## src/source/vec_op_pkg.sv

```systemverilog
// operation and element-width encodings
`default_nettype none

package vec_op_pkg;

    // add/subtract family
    typedef enum logic [2:0] {
        VADD  = 3'd0,
        VSUB  = 3'd1,  // vs2 - vs1
        VRSUB = 3'd2,  // vs1 - vs2
        VADC  = 3'd3,  // vs2 + vs1 + carry
        VSBC  = 3'd4,  // vs2 - vs1 - borrow
        VMADC = 3'd5,  // carry out only
        VMSBC = 3'd6   // borrow out only
    } instr_type_t;

    // element width, value is log2 of the bytes per element
    typedef enum logic [1:0] {
        SEW_8  = 2'd0,
        SEW_16 = 2'd1,
        SEW_32 = 2'd2,
        SEW_64 = 2'd3
    } sew_t;

endpackage

`default_nettype wire

```

## src/source/vec_types_pkg.sv

```systemverilog
// word, mask and index widths, vector typedefs and group-size constants
`default_nettype none

package vec_types_pkg;

    // group geometry
    localparam int NUM_WORDS = 4;                  // operand words per operation group
    localparam int NUM_BYTES = 8;                  // byte lanes per word
    localparam int WORD_W    = 8 * NUM_BYTES;      // bits per word
    localparam int IDX_W     = $clog2(NUM_WORDS);  // word address width

    // one packed operand or result word
    typedef logic [WORD_W-1:0] bus64_t;

    // mask/carry byte, bit k belongs to element k
    typedef logic [NUM_BYTES-1:0] vmask_t;

    // word address inside the group
    typedef logic [IDX_W-1:0] word_idx_t;

endpackage

`default_nettype wire

```

## src/source/addsub_ctrl.sv

```systemverilog
// group sequencing FSM with the four-phase req/ack handshake
`timescale 1ns/1ps
`default_nettype none

module addsub_ctrl (
    input  logic                    clk_i,
    input  logic                    rst_n_i,
    input  logic                    req_i,
    input  logic                    last_i,      // counter sits on the last word
    input  vec_op_pkg::instr_type_t op_i,
    input  vec_op_pkg::sew_t        sew_i,
    input  logic                    use_mask_i,
    output logic                    ack_o,
    output logic                    cnt_clear_o,
    output logic                    cnt_step_o,
    output logic                    res_we_o     // store the datapath result
);
    import vec_types_pkg::*;

    typedef enum logic [1:0] {
        IDLE = 2'd0,
        RUN  = 2'd1,
        DONE = 2'd2
    } state_t;

    state_t state_q;
    state_t state_d;

    always_ff @(posedge clk_i or negedge rst_n_i) begin
        if (!rst_n_i) begin
            state_q <= IDLE;
        end else begin
            state_q <= state_d;
        end
    end

    always_comb begin
        state_d = state_q;
        case (state_q)
            IDLE:    if (req_i) state_d = RUN;
            RUN:     if (last_i) state_d = DONE;   // last word written on this edge
            DONE:    if (!req_i) state_d = IDLE;   // host closed the handshake
            default: state_d = IDLE;
        endcase
    end

    assign cnt_clear_o = (state_q == IDLE) && req_i;
    assign cnt_step_o  = (state_q == RUN) && !last_i;
    assign res_we_o    = (state_q == RUN);
    assign ack_o       = (state_q == DONE);

    // operation fields stay put until req drops
    a_op_stable: assert property (@(posedge clk_i) disable iff (!rst_n_i)
        req_i |=> (!req_i || $stable({op_i, sew_i, use_mask_i})));

    // one cycle per word between the accepting edge and ack
    a_ack_latency: assert property (@(posedge clk_i) disable iff (!rst_n_i)
        (state_q == IDLE && req_i) |=> !ack_o [*NUM_WORDS] ##1 ack_o);

endmodule

`default_nettype wire

```

## src/source/elem_counter.sv

```systemverilog
// word index counter with clear, step and last-word flag
`timescale 1ns/1ps
`default_nettype none

module elem_counter (
    input  logic                     clk_i,
    input  logic                     rst_n_i,
    input  logic                     clear_i,  // back to word 0
    input  logic                     step_i,   // next word
    output vec_types_pkg::word_idx_t idx_o,
    output logic                     last_o
);
    import vec_types_pkg::*;

    word_idx_t idx_q;

    always_ff @(posedge clk_i or negedge rst_n_i) begin
        if (!rst_n_i) begin
            idx_q <= '0;
        end else if (clear_i) begin
            idx_q <= '0;
        end else if (step_i) begin
            idx_q <= idx_q + word_idx_t'(1);
        end
    end

    assign idx_o  = idx_q;
    assign last_o = (idx_q == word_idx_t'(NUM_WORDS - 1));

    // the group ends at the last word, the index must not wrap
    a_no_wrap: assert property (@(posedge clk_i) disable iff (!rst_n_i)
        (step_i && !clear_i) |-> !last_o);

endmodule

`default_nettype wire

```

## src/source/operand_bank.sv

```systemverilog
// vs2/vs1/mask operand storage with host write port and sequencer read port
`timescale 1ns/1ps
`default_nettype none

module operand_bank (
    input  logic                     clk_i,
    input  logic                     rst_n_i,
    input  logic                     wr_en_i,
    input  vec_types_pkg::word_idx_t wr_addr_i,
    input  vec_types_pkg::bus64_t    wr_vs2_i,
    input  vec_types_pkg::bus64_t    wr_vs1_i,
    input  vec_types_pkg::vmask_t    wr_mask_i,
    input  logic                     busy_i,     // group in flight
    input  vec_types_pkg::word_idx_t rd_addr_i,
    output vec_types_pkg::bus64_t    vs2_o,
    output vec_types_pkg::bus64_t    vs1_o,
    output vec_types_pkg::vmask_t    mask_o
);

    vec_types_pkg::bus64_t vs2_q  [vec_types_pkg::NUM_WORDS];
    vec_types_pkg::bus64_t vs1_q  [vec_types_pkg::NUM_WORDS];
    vec_types_pkg::vmask_t mask_q [vec_types_pkg::NUM_WORDS];

    always_ff @(posedge clk_i or negedge rst_n_i) begin
        if (!rst_n_i) begin
            for (int i = 0; i < vec_types_pkg::NUM_WORDS; i++) begin
                vs2_q[i]  <= '0;
                vs1_q[i]  <= '0;
                mask_q[i] <= '0;
            end
        end else if (wr_en_i) begin
            vs2_q[wr_addr_i]  <= wr_vs2_i;
            vs1_q[wr_addr_i]  <= wr_vs1_i;
            mask_q[wr_addr_i] <= wr_mask_i;
        end
    end

    assign vs2_o  = vs2_q[rd_addr_i];   // combinational read
    assign vs1_o  = vs1_q[rd_addr_i];
    assign mask_o = mask_q[rd_addr_i];

    // operands must not change under a running group
    a_no_write_busy: assert property (@(posedge clk_i) disable iff (!rst_n_i)
        wr_en_i |-> !busy_i);

endmodule

`default_nettype wire

```

## src/source/result_bank.sv

```systemverilog
// result word storage, sequencer write and host read
`timescale 1ns/1ps
`default_nettype none

module result_bank (
    input  logic                     clk_i,
    input  logic                     rst_n_i,
    input  logic                     we_i,
    input  vec_types_pkg::word_idx_t wr_addr_i,  // from the word counter
    input  vec_types_pkg::bus64_t    wr_data_i,
    input  vec_types_pkg::word_idx_t rd_addr_i,  // from the host
    output vec_types_pkg::bus64_t    rd_data_o
);

    vec_types_pkg::bus64_t res_q [vec_types_pkg::NUM_WORDS];

    always_ff @(posedge clk_i or negedge rst_n_i) begin
        if (!rst_n_i) begin
            for (int i = 0; i < vec_types_pkg::NUM_WORDS; i++) begin
                res_q[i] <= '0;
            end
        end else if (we_i) begin
            res_q[wr_addr_i] <= wr_data_i;
        end
    end

    // host sees the stored word in the same cycle
    assign rd_data_o = res_q[rd_addr_i];

endmodule

`default_nettype wire

```

## src/source/vaddsub.sv

```systemverilog
// packed-SIMD add/subtract datapath built from chained byte adders
`timescale 1ns/1ps
`default_nettype none

module vaddsub (
    input  vec_op_pkg::instr_type_t instr_type_i,  // operation
    input  vec_op_pkg::sew_t        sew_i,         // element width
    input  logic                    use_mask_i,    // masked form of VMADC/VMSBC
    input  vec_types_pkg::bus64_t   data_vs1_i,
    input  vec_types_pkg::bus64_t   data_vs2_i,
    input  vec_types_pkg::vmask_t   data_vm_i,     // carry/borrow per element
    output vec_types_pkg::bus64_t   data_vd_o
);
    import vec_types_pkg::*;
    import vec_op_pkg::*;

    logic                      is_sub;      // carry-in of 1 at each element
    logic                      is_borrow;   // borrow taken from the mask
    logic                      is_carry;    // carry taken from the mask
    logic                      is_mask_op;  // result is a mask byte
    bus64_t                    opa;         // vs2 side
    bus64_t                    opb;         // vs1 side
    vmask_t                    chain;       // byte continues the element below it
    logic [NUM_BYTES-1:0][8:0] sum;         // byte sums with carry out
    bus64_t                    sum_bytes;
    vmask_t                    flags;       // per-element carry or borrow
    logic                      cin;
    logic                      carry;
    int                        elem;
    int                        last;

    assign is_sub     = (instr_type_i == VSUB) || (instr_type_i == VRSUB) ||
                        (instr_type_i == VMSBC && !use_mask_i);
    assign is_borrow  = (instr_type_i == VSBC) || (instr_type_i == VMSBC && use_mask_i);
    assign is_carry   = (instr_type_i == VADC) || (instr_type_i == VMADC && use_mask_i);
    assign is_mask_op = (instr_type_i == VMADC) || (instr_type_i == VMSBC);

    // subtraction goes through the adder as a + ~b + 1
    always_comb begin
        opa = data_vs2_i;
        opb = data_vs1_i;
        case (instr_type_i)
            VRSUB:             opa = ~data_vs2_i;
            VSUB, VSBC, VMSBC: opb = ~data_vs1_i;
            default:           ;
        endcase
    end

    // which byte adders hand their carry to the next one
    always_comb begin
        case (sew_i)
            SEW_16:  chain = 8'b1010_1010;
            SEW_32:  chain = 8'b1110_1110;
            SEW_64:  chain = 8'b1111_1110;
            default: chain = 8'b0000_0000;
        endcase
    end

    always_comb begin
        cin   = 1'b0;
        carry = 1'b0;
        elem  = 0;
        for (int b = 0; b < NUM_BYTES; b++) begin
            elem = b >> sew_i;  // element that owns this byte
            if (chain[b]) begin
                cin = carry;
            end else if (is_sub) begin
                cin = 1'b1;
            end else if (is_borrow) begin
                cin = ~data_vm_i[elem];  // the +1 of the negation, minus the borrow
            end else if (is_carry) begin
                cin = data_vm_i[elem];
            end else begin
                cin = 1'b0;
            end
            sum[b] = {1'b0, opa[8*b +: 8]} + {1'b0, opb[8*b +: 8]} + {8'b0, cin};
            sum_bytes[8*b +: 8] = sum[b][7:0];
            carry = sum[b][8];
        end
    end

    // carry out of each element's top byte, borrow is its complement
    always_comb begin
        flags = '1;  // ones above the last element
        last  = 0;
        for (int k = 0; k < NUM_BYTES; k++) begin
            last = ((k + 1) << sew_i) - 1;
            if (last < NUM_BYTES) begin
                flags[k] = (instr_type_i == VMSBC) ? ~sum[last][8] : sum[last][8];
            end
        end
    end

    assign data_vd_o = is_mask_op ? {{(WORD_W - NUM_BYTES){1'b1}}, flags} : sum_bytes;

endmodule

`default_nettype wire

```

## src/source/vec_addsub_unit.sv

```systemverilog
// top level of the vector add/subtract unit
`timescale 1ns/1ps
`default_nettype none

module vec_addsub_unit (
    input  logic                     clk_i,
    input  logic                     rst_n_i,
    input  logic                     wr_en_i,
    input  vec_types_pkg::word_idx_t wr_addr_i,
    input  vec_types_pkg::bus64_t    wr_vs2_i,
    input  vec_types_pkg::bus64_t    wr_vs1_i,
    input  vec_types_pkg::vmask_t    wr_mask_i,
    input  logic                     req_i,
    input  vec_op_pkg::instr_type_t  op_i,
    input  vec_op_pkg::sew_t         sew_i,
    input  logic                     use_mask_i,
    input  vec_types_pkg::word_idx_t rd_addr_i,
    output logic                     ack_o,
    output vec_types_pkg::bus64_t    rd_data_o
);
    import vec_types_pkg::*;

    logic      cnt_clear;
    logic      cnt_step;
    logic      last_word;
    logic      res_we;
    word_idx_t word_idx;   // current word of the group
    bus64_t    op_vs2;
    bus64_t    op_vs1;
    vmask_t    op_mask;
    bus64_t    vd;

    operand_bank u_operand_bank (
        .clk_i     (clk_i),
        .rst_n_i   (rst_n_i),
        .wr_en_i   (wr_en_i),
        .wr_addr_i (wr_addr_i),
        .wr_vs2_i  (wr_vs2_i),
        .wr_vs1_i  (wr_vs1_i),
        .wr_mask_i (wr_mask_i),
        .busy_i    (req_i | ack_o),  // handshake open
        .rd_addr_i (word_idx),
        .vs2_o     (op_vs2),
        .vs1_o     (op_vs1),
        .mask_o    (op_mask)
    );

    elem_counter u_elem_counter (
        .clk_i   (clk_i),
        .rst_n_i (rst_n_i),
        .clear_i (cnt_clear),
        .step_i  (cnt_step),
        .idx_o   (word_idx),
        .last_o  (last_word)
    );

    addsub_ctrl u_addsub_ctrl (
        .clk_i       (clk_i),
        .rst_n_i     (rst_n_i),
        .req_i       (req_i),
        .last_i      (last_word),
        .op_i        (op_i),
        .sew_i       (sew_i),
        .use_mask_i  (use_mask_i),
        .ack_o       (ack_o),
        .cnt_clear_o (cnt_clear),
        .cnt_step_o  (cnt_step),
        .res_we_o    (res_we)
    );

    vaddsub u_vaddsub (
        .instr_type_i (op_i),
        .sew_i        (sew_i),
        .use_mask_i   (use_mask_i),
        .data_vs1_i   (op_vs1),
        .data_vs2_i   (op_vs2),
        .data_vm_i    (op_mask),
        .data_vd_o    (vd)
    );

    result_bank u_result_bank (
        .clk_i     (clk_i),
        .rst_n_i   (rst_n_i),
        .we_i      (res_we),
        .wr_addr_i (word_idx),
        .wr_data_i (vd),
        .rd_addr_i (rd_addr_i),
        .rd_data_o (rd_data_o)
    );

endmodule

`default_nettype wire

```

## config.mk

```make
export PLATFORM = sky130hd
export DESIGN_NAME = vec_addsub_unit
export DESIGN_NICKNAME = d
export VERILOG_FILES = /design/src/source/vec_op_pkg.sv /design/src/source/vec_types_pkg.sv /design/src/source/addsub_ctrl.sv /design/src/source/elem_counter.sv /design/src/source/operand_bank.sv /design/src/source/result_bank.sv /design/src/source/vaddsub.sv /design/src/source/vec_addsub_unit.sv
export SDC_FILE = /design/constraint.sdc
export NUM_CORES = 1
export LEC_CHECK = 0
export CAP_MARGIN = 20
export CORE_ASPECT_RATIO = 1.4
export CORE_UTILIZATION = 43
export CTS_BUF_LIST = sky130_fd_sc_hd__clkbuf_4
export DETAILED_ROUTE_END_ITERATION = 8
export DONT_BUFFER_PORTS = 1
export PLACE_DENSITY = 0.63
export SLEW_MARGIN = 20
export SYNTH_ARGS = -nofsm -noshare
export SYNTH_HDL_FRONTEND = slang
export SYNTH_HIERARCHICAL = 1
export SYNTH_SLANG_ARGS = --single-unit
```

## constraint.sdc

```tcl
create_clock -name clk_i -period 28.8 [get_ports clk_i]
set_input_delay 5.76 -clock clk_i [delete_from_list [all_inputs] [get_ports clk_i]]
set_output_delay 5.76 -clock clk_i [all_outputs]
set_load 0.01 [all_outputs]
```

After elaboration in Yosys (flattened, before gate mapping)
Index checks and enable logic that the tools add are counted.
- input port bits: 150
- bits in registers: 804
- magnitude comparators: 29
- shifts and indexed selects: 16
- equality and inequality tests: 15
- bitwise gates (word level): 21
- reductions and logical operators: 18
- multiplexer cells: 128
- add/sub/neg operators: 25
- operators with widths (operator ; number):
    bitwise mux 256 bit ; 3
    < comparator 32 x 5 -> 1 bit (second input constant) ; 24
    2-to-1 mux 64 bit ; 11
    binary-select mux 64 bit (select 2 bit) ; 3
    demux 64 bit (select 2 bit) ; 2
    subtractor 32 x 2 -> 32 bit (second input constant) ; 8
    binary-select mux 9 bit (select 3 bit) ; 8
    2-to-1 mux 9 bit ; 16
    inverter 64 bit ; 2
    left shift 3 x 2 -> 32 bit (first input constant) ; 4
    >> shifter 3 x 2 -> 32 bit (first input constant) ; 4
    adder 8 x 8 -> 9 bit ; 8
    adder 9 x 1 -> 9 bit ; 8
    2-to-1 mux 1 bit ; 64
    left shift 2 x 2 -> 32 bit (first input constant) ; 2
    >> shifter 1 x 2 -> 32 bit (first input constant) ; 2
    >> shifter 2 x 2 -> 32 bit (first input constant) ; 2
    bitwise mux 32 bit ; 1
    left shift 1 x 2 -> 32 bit (first input constant) ; 1
    left shift 4 x 2 -> 32 bit (first input constant) ; 1
    binary-select mux 1 bit (select 3 bit) ; 8
    2-to-1 mux 8 bit ; 3
    one-hot mux 8 bit (3 select lines) ; 1
    binary-select mux 8 bit (select 2 bit) ; 1
    other kinds (22) ; 65

Longest topological paths before layout
Gate-level depths: netlist of the first run.
- word-level depth: 34
- gate-level depth with buffers: 61
- mapped depth without buffers: 60

Cells and area by module
The synthesis of the first run kept the hierarchy.
- by module, submodules not included (module ; cells an instance ; area an instance (um2) ; seq. area each (um2) ; instances):
    operand_bank ; 1318 ; 24045.6 ; 13613.1 ; 1
    result_bank ; 621 ; 11162.0 ; 6406.1 ; 1
    vaddsub ; 624 ; 4839.6 ; 0.0 ; 1
    addsub_ctrl ; 10 ; 110.1 ; 50.0 ; 1
    elem_counter ; 7 ; 88.8 ; 50.0 ; 1
    vec_addsub_unit ; 1 ; 6.3 ; 0.0 ; 1

Worst setup path before layout of the first run
Ideal clock, no wire load.
- path kind: input port to flip-flop
- start point: in op_i[2]
- end point: reg u_result_bank/res_q[198] (netlist name)
- path buffers: 2
- slack: 9.036 ns
- library setup time: 0.066 ns
- arrival time: 19.699 ns
- cell stages on the path: 60
- cells stage by stage: clkbuf_1 -> nor2_1 -> nor2_1 -> buf_2 -> xnor2_1 -> fa_1 -> fa_1 -> a21o_1 -> nand3_1 -> a21oi_2 -> a211oi_2 -> o21ai_0 -> fa_1 -> fa_1 -> a211oi_1 -> o21ai_1 -> a21oi_1 -> a22oi_1 -> [24 not listed] -> a22oi_1 -> fa_1 -> fa_1 -> a21oi_1 -> nand4b_1 -> a32oi_1 -> nor2_1 -> a31oi_1 -> fa_1 -> fa_1 -> a21oi_1 -> nand4b_1 -> a21oi_1 -> o31ai_1 -> a211oi_1 -> o311a_1 -> a211oi_1 -> mux2_2
- word-level cells in the longest chain between the ends: 30
- elaborated cells between the ends (all ways): 73
- those cells by class: add/sub: 16; eq/ne: 6; mux: 41; bitwise: 1; reduce/logical: 9
- RTL lines (element ; line ; source):
    start, declared ; vec_addsub_unit.sv:14 ; input vec_op_pkg::instr_type_t op_i,
    parallel branches: the longest is 28 deep, another holds adder 8 x 8 -> 9 bit ; n/a ;
    2-to-1 mux 64 bit (*) ; vaddsub.sv:94 ; assign data_vd_o = is_mask_op ? {{(WORD_W - NUM_BYTES){1'b1}}, flags} : sum_bytes;
    net vd[6] ; vec_addsub_unit.sv:31 ; bus64_t vd;
    bitwise mux 256 bit (*) ; result_bank.sv:23 ; res_q[wr_addr_i] <= wr_data_i;
    end signal, assigned by index ; result_bank.sv:23 ;
    end, declared ; result_bank.sv:15 ; vec_types_pkg::bus64_t res_q [vec_types_pkg::NUM_WORDS];
Mark *: on every way through the listed nets, which the timed path passes. The select of a mux whose other input is x is not followed.
A chain may end at the register's enable or synchronous reset.

Worst setup path in the final report of the first run
- start point: in op_i[1]
- end point: reg u_result_bank/res_q[6] (netlist name)
Same word-level chain as after synthesis.

==> impl_metrics.yaml, run 1 <==
timing:
  final_hold_viol_count: 0
  fin_skew_ps: 70.9
  slew_headroom_pct: 22.6
  fin_ws_ps: 7220
  post-route-period-util_pct: 74.9
  finalCriticalPeriod_ps: 21580
  worstMarginPinSlew_ps: 1160
  whs_ps: 491
  maxSlewViolCount: 0
  rsz0062_at_grt: "no"
  timing.fmax_mhz: 46.3
  tns_ps: 0
  finalSetupViolations: 0
route:
  routed_wl_mm: 99.5
  viasPerCell: 5.64
  wl_per_cell_um: 24.9
  ant_nets: 0
  drt_iter0_markers: 1140
  drc: 56
  vias: 22500
  first_pass_iters: 9
status:
  status: "complete, but fails checks"
  violations: "DRC"
placed_design:
  dpl_worst_slack_ps: 5830
  portBuffers: 0
  gp_congestion: 0.859
  dp_hpwl_mm: 64.1
cells_and_area:
  multi_input_area_um2: 18900
  final_common_cell: "dfrtp_1"
  ff_latch_area_um2: 20100
  post-route-util_pct: 46.8
  nFillCells: 8032
  areaGrowthSynthToFinish_pct: 7.82
  drive_gt1_share_pct: 48.3
  nNetsFinal: 2878
  final_cell_mix: "dfrtp_1, mux2_2, clkbuf_4"
pwr:
  vdd.ir_drop.worst_mv: 0.0587
  p_total_mw: 5.13
  p_leak_nw: 18.4
  p_per_area_nw_per_um2: 118
critical_path:
  crit_type: "input pin to flip-flop"
  crit_fanout: 36
  cp.required_ps: 29810
  cp_common_cell: "fa_1"
  worstRegToRegCells: 58
  slowest_stage: "buf_4"
  cp-end-kind: "flip-flop"
  crit_arrival_ps: 22590
  cpPeakStageDelay_ps: 610
  critPathLaunchType: "input pin"
job:
  max_cap_viol_count: 0
clock_tree:
  cts_max_path_buffers: 3
  cts_buffers: 197
  clk_pin_slew_ps: 70
  cts_setup_buffers: 0
  cts-root-buf: "clkbuf_4"
  htree_levels: 4
  cts.sinks: 804
  cts_tree: "built"
  clkLatencyLatePin_ps: 1130
  cts_hold_buf: 0
  postCtsResizedCells: 0
global_route:
  antenna_found_initial: 2
  grt_pass1_vias: 25000
  grt_max_degree: 805
  overflow: 0
  track_usage_pct: 21.6
  grt_pass1_wl_mm: 154
hold_path:
  hold_class: "flip-flop to flip-flop"
  holdPathStages: 1
floorplan:
  die_area_um2: 94800
  row_count: 132
  start_util_pct: 43.4
  die_w_um: 261
  fp.coreArea_um2: 92700
  pin_count: 215
  die_h_um: 364
synth:
  synth_area_um2: 40200
  yosysWarnings: 6
  syn_area_per_cell_um2: 15.6
  synthCells: 2580
  syn_nets: 2810
-- cell type report --
class                   count  share of cell area, %
inverters                  16                  0.138
multi-input cells        1601                   43.6
diodes                      8                 0.0461
clock buffers             266                   4.60
repair buffers             28                  0.848
well taps                1206                   3.48
flip-flops and latches    804                   46.4
clock inverters            60                  0.894
-- worst paths after layout --
check | startpoint | to | slack, ps
max | op_i[1] | u_result_bank/res_q[6] | 7220
min | u_result_bank/res_q[254] | u_result_bank/res_q[254] | 490
max reg2reg | u_elem_counter/idx_o[0] | u_result_bank/res_q[6] | 10740
min reg2reg | u_result_bank/res_q[254] | u_result_bank/res_q[254] | 490
min in group asynchronous | rst_n_i | u_result_bank/res_q[214] | 4360
max in group asynchronous | rst_n_i | u_operand_bank/vs1_q[185] | 21290
-- worst max-delay path: cells and delay by family --
kind / cells / cell delay [ps]
buf+inv: 1 / 610
compound gates: 30 / 7240
xor+xnor: 1 / 130
fa+ha+maj: 15 / 6610
simple gates: 11 / 1950
mux: 1 / 250
-- sequential cells by signal (all words and copies together) (netlist names) --
register / cells
u_operand_bank/vs1_q: 256
u_operand_bank/vs2_q: 256
u_result_bank/res_q: 256
u_operand_bank/mask_q: 32
u_addsub_ctrl/state_q: 2
u_elem_counter/idx_o: 2
-- power breakdown --
part           internal (mW)  switching (mW)  total, mW
registers               1.47           0.188       1.66
logic                   1.21            1.34       2.55
clock network          0.470           0.452      0.922
total                   3.15            1.98       5.13
-- stage by stage --
| stage | instances | area (um2) |
|---|---|---|
| 3_3_place_gp | 3649 | 40800 |
| 2_1_floorplan | 2580 | 40200 |
| 3_5_place_dp | 3649 | 40800 |
| 4_1_cts | 3975 | 43200 |
| 5_1_grt | 3988 | 43400 |
| 6_report | 3989 | 43400 |
-- per-layer routing --
metal	up-vias	routed length, um	GRT usage [%]
met5	-	0	0
met4	0	2440	7.09
met3	136	7130	7.18
met2	555	49100	34.9
met1	12000	40900	27.1
li1	9777	-	-
Power figures use the tool's default switching activity.
==> inputs of run 2 (changes only) <==
==> constraint.sdc (replaced) <==
create_clock -name clk_i -period 19.9 [get_ports clk_i]
set_input_delay 3.98 -clock clk_i [delete_from_list [all_inputs] [get_ports clk_i]]
set_output_delay 3.98 -clock clk_i [all_outputs]
set_load 0.01 [all_outputs]
==> run 2 against run 1 <==
Compared with the run above:
- the flow still finishes with violations (DRC)
- core utilization up 0.20 points
- final cell count up 0.50%
- register-to-register slack worse by 8000 ps
- hold slack better by 4.9 ps
- first-iteration DRC count down 4.6%
- largest power group unchanged
- largest cell class unchanged
- flip-flop and latch count unchanged
- routed wire length about the same
- sequential share of layout area down 0.19 points
- count of clock-buffer cells in the layout up 13
- via count about the same
- critical endpoint is now u_result_bank/res_q[70]
- clock skew up 2.1 ps
- cell area up 0.42%
==> impl_metrics.yaml, run 2 (synthesis gave the netlist of run 1 again) <==
route:
  vias: 22500
  first_pass_iters: 7
  drc: 56
  drt_iter0_markers: 1088
  wl_per_cell_um: 24.8
  routed_wl_mm: 99.5
  ant_nets: 0
  viasPerCell: 5.61
clock_tree:
  clkLatencyLatePin_ps: 1150
  cts_buffers: 194
  cts_hold_buf: 0
  cts_max_path_buffers: 3
  cts-root-buf: "clkbuf_4"
  clk_pin_slew_ps: 60
  cts_tree: "built"
  postCtsResizedCells: 0
  cts.sinks: 804
  htree_levels: 4
  cts_setup_buffers: 0
critical_path:
  cp.required_ps: 20930
  cpPeakStageDelay_ps: 490
  slowest_stage: "o41ai_4"
  cp-end-kind: "flip-flop"
  startpoint: "op_i[1]"
  critPathLaunchType: "input pin"
  cp_common_cell: "fa_1"
  crit_fanout: 6
  crit_type: "input pin to flip-flop"
  reg2reg_from: "u_elem_counter/idx_o[0]"
  crit_arrival_ps: 19650
cells_and_area:
  reg_top3: "u_operand_bank/vs1_q (256), u_operand_bank/vs2_q (256), u_result_bank/res_q (256)"
  areaGrowthSynthToFinish_pct: 8.28
  final_cell_mix: "dfrtp_1, mux2_2, clkbuf_4"
  nFillCells: 7973
  multi_input_area_um2: 18900
  nNetsFinal: 2881
  final_area_um2: 43600
  final_common_cell: "dfrtp_1"
  drive_gt1_share_pct: 48.7
  ff_latch_area_um2: 20100
hold_path:
  hold_class: "flip-flop to flip-flop"
  hold_start: "u_result_bank/res_q[110]"
timing:
  fin_skew_ps: 73.0
  finalSetupViolations: 0
  rsz0062_at_grt: "no"
  timing.fmax_mhz: 53.7
  final_hold_viol_count: 0
  worstMarginPinSlew_ps: 1180
  slew_headroom_pct: 21.5
  finalCriticalPeriod_ps: 18620
  tns_ps: 0
  maxSlewViolCount: 0
  fin_ws_ps: 1280
  post-route-period-util_pct: 93.6
global_route:
  grt_pass1_wl_mm: 155
  grt_pass1_vias: 25700
  overflow: 0
  antenna_found_initial: 4
  track_usage_pct: 21.7
  grt_max_degree: 805
pwr:
  p_switching_mw: 2.85
  sw_frac_of_total_pct: 38.1
  p_comb_share_pct: 49.2
  p_leak_nw: 18.5
  p_per_area_nw_per_um2: 172
  p_clk_share_pct: 18.8
  intPower_mw: 4.63
  vdd.ir_drop.worst_mv: 0.0810
  p_seq_share_pct: 32.0
floorplan:
  start_util_pct: 43.4
  row_count: 132
  pin_count: 215
  die_area_um2: 94800
  die_w_um: 261
  fp.coreArea_um2: 92700
  die_h_um: 364
placed_design:
  dp_hpwl_mm: 63.7
  placed_area_um2: 40900
  gp_congestion: 0.849
  dpl_worst_slack_ps: 222
  portBuffers: 0
status:
  violations: "DRC"
  status: "complete, but fails checks"
job:
  max_cap_viol_count: 0
==> run 2: area by class of cell <==
type                       instances  area share (%)
clock inverter                    59            1.06
antenna                           10          0.0574
inverter                          16           0.138
sequential                       804            46.2
tap                             1206            3.46
multi-input combinational       1601            43.4
clock buffer                     279            4.81
timing repair buffer              34           0.856
==> run 2: routing by layer <==
metal  GRT usage [%]  routed length [um]  vias up
met5               0                  13        -
met4            7.51                2670        2
met3            7.54                7080      151
met2            35.8               49100      506
met1            26.4               40600    12100
li1                -                   -     9784
==> run 2: power groups by stage <==
stage                     Clock [mW]  Combinational, mW  Sequential [mW]
after floorplan                    0               2.79             2.31
after global placement             0               3.55             2.37
after detailed placement           0               3.67             2.42
after CTS                       1.47               3.68             2.40
final                           1.41               3.68             2.39
after global routing            1.55               3.99             2.46
==> run 2: worst paths after layout <==
kind / to / slack (ps) / cells past startpoint
worst max-delay path: u_result_bank/res_q[70] / 1280 / 61
worst max register to register: u_result_bank/res_q[70] / 2780 / 59
worst min-delay path: u_result_bank/res_q[110] / 500 / 1
worst min register to register: u_result_bank/res_q[110] / 500 / 1
min in group asynchronous: u_result_bank/res_q[213] / 2570 / 0
max in group asynchronous: u_operand_bank/vs1_q[178] / 15410 / 2
==> run 2: per-stage QoR <==
step	instances	util, %	power [mW]	hold WS (ps)
4_1_cts	3995	46.9	7.54	498
5_1_grt	4008	47.0	8.00	511
3_3_place_gp	3657	44.1	5.92	465
2_1_floorplan	2580	-	5.09	453
3_5_place_dp	3657	44.1	6.09	484
6_report	4009	47.0	7.48	496
==> run 2: critical path, delay by kind of cell <==
kind | cells | cell delay, ps
fa+ha+maj | 16 | 6930
buf+inv | 2 | 340
xor+xnor | 1 | 160
compound gates | 30 | 6330
simple gates | 11 | 1650
mux | 1 | 240
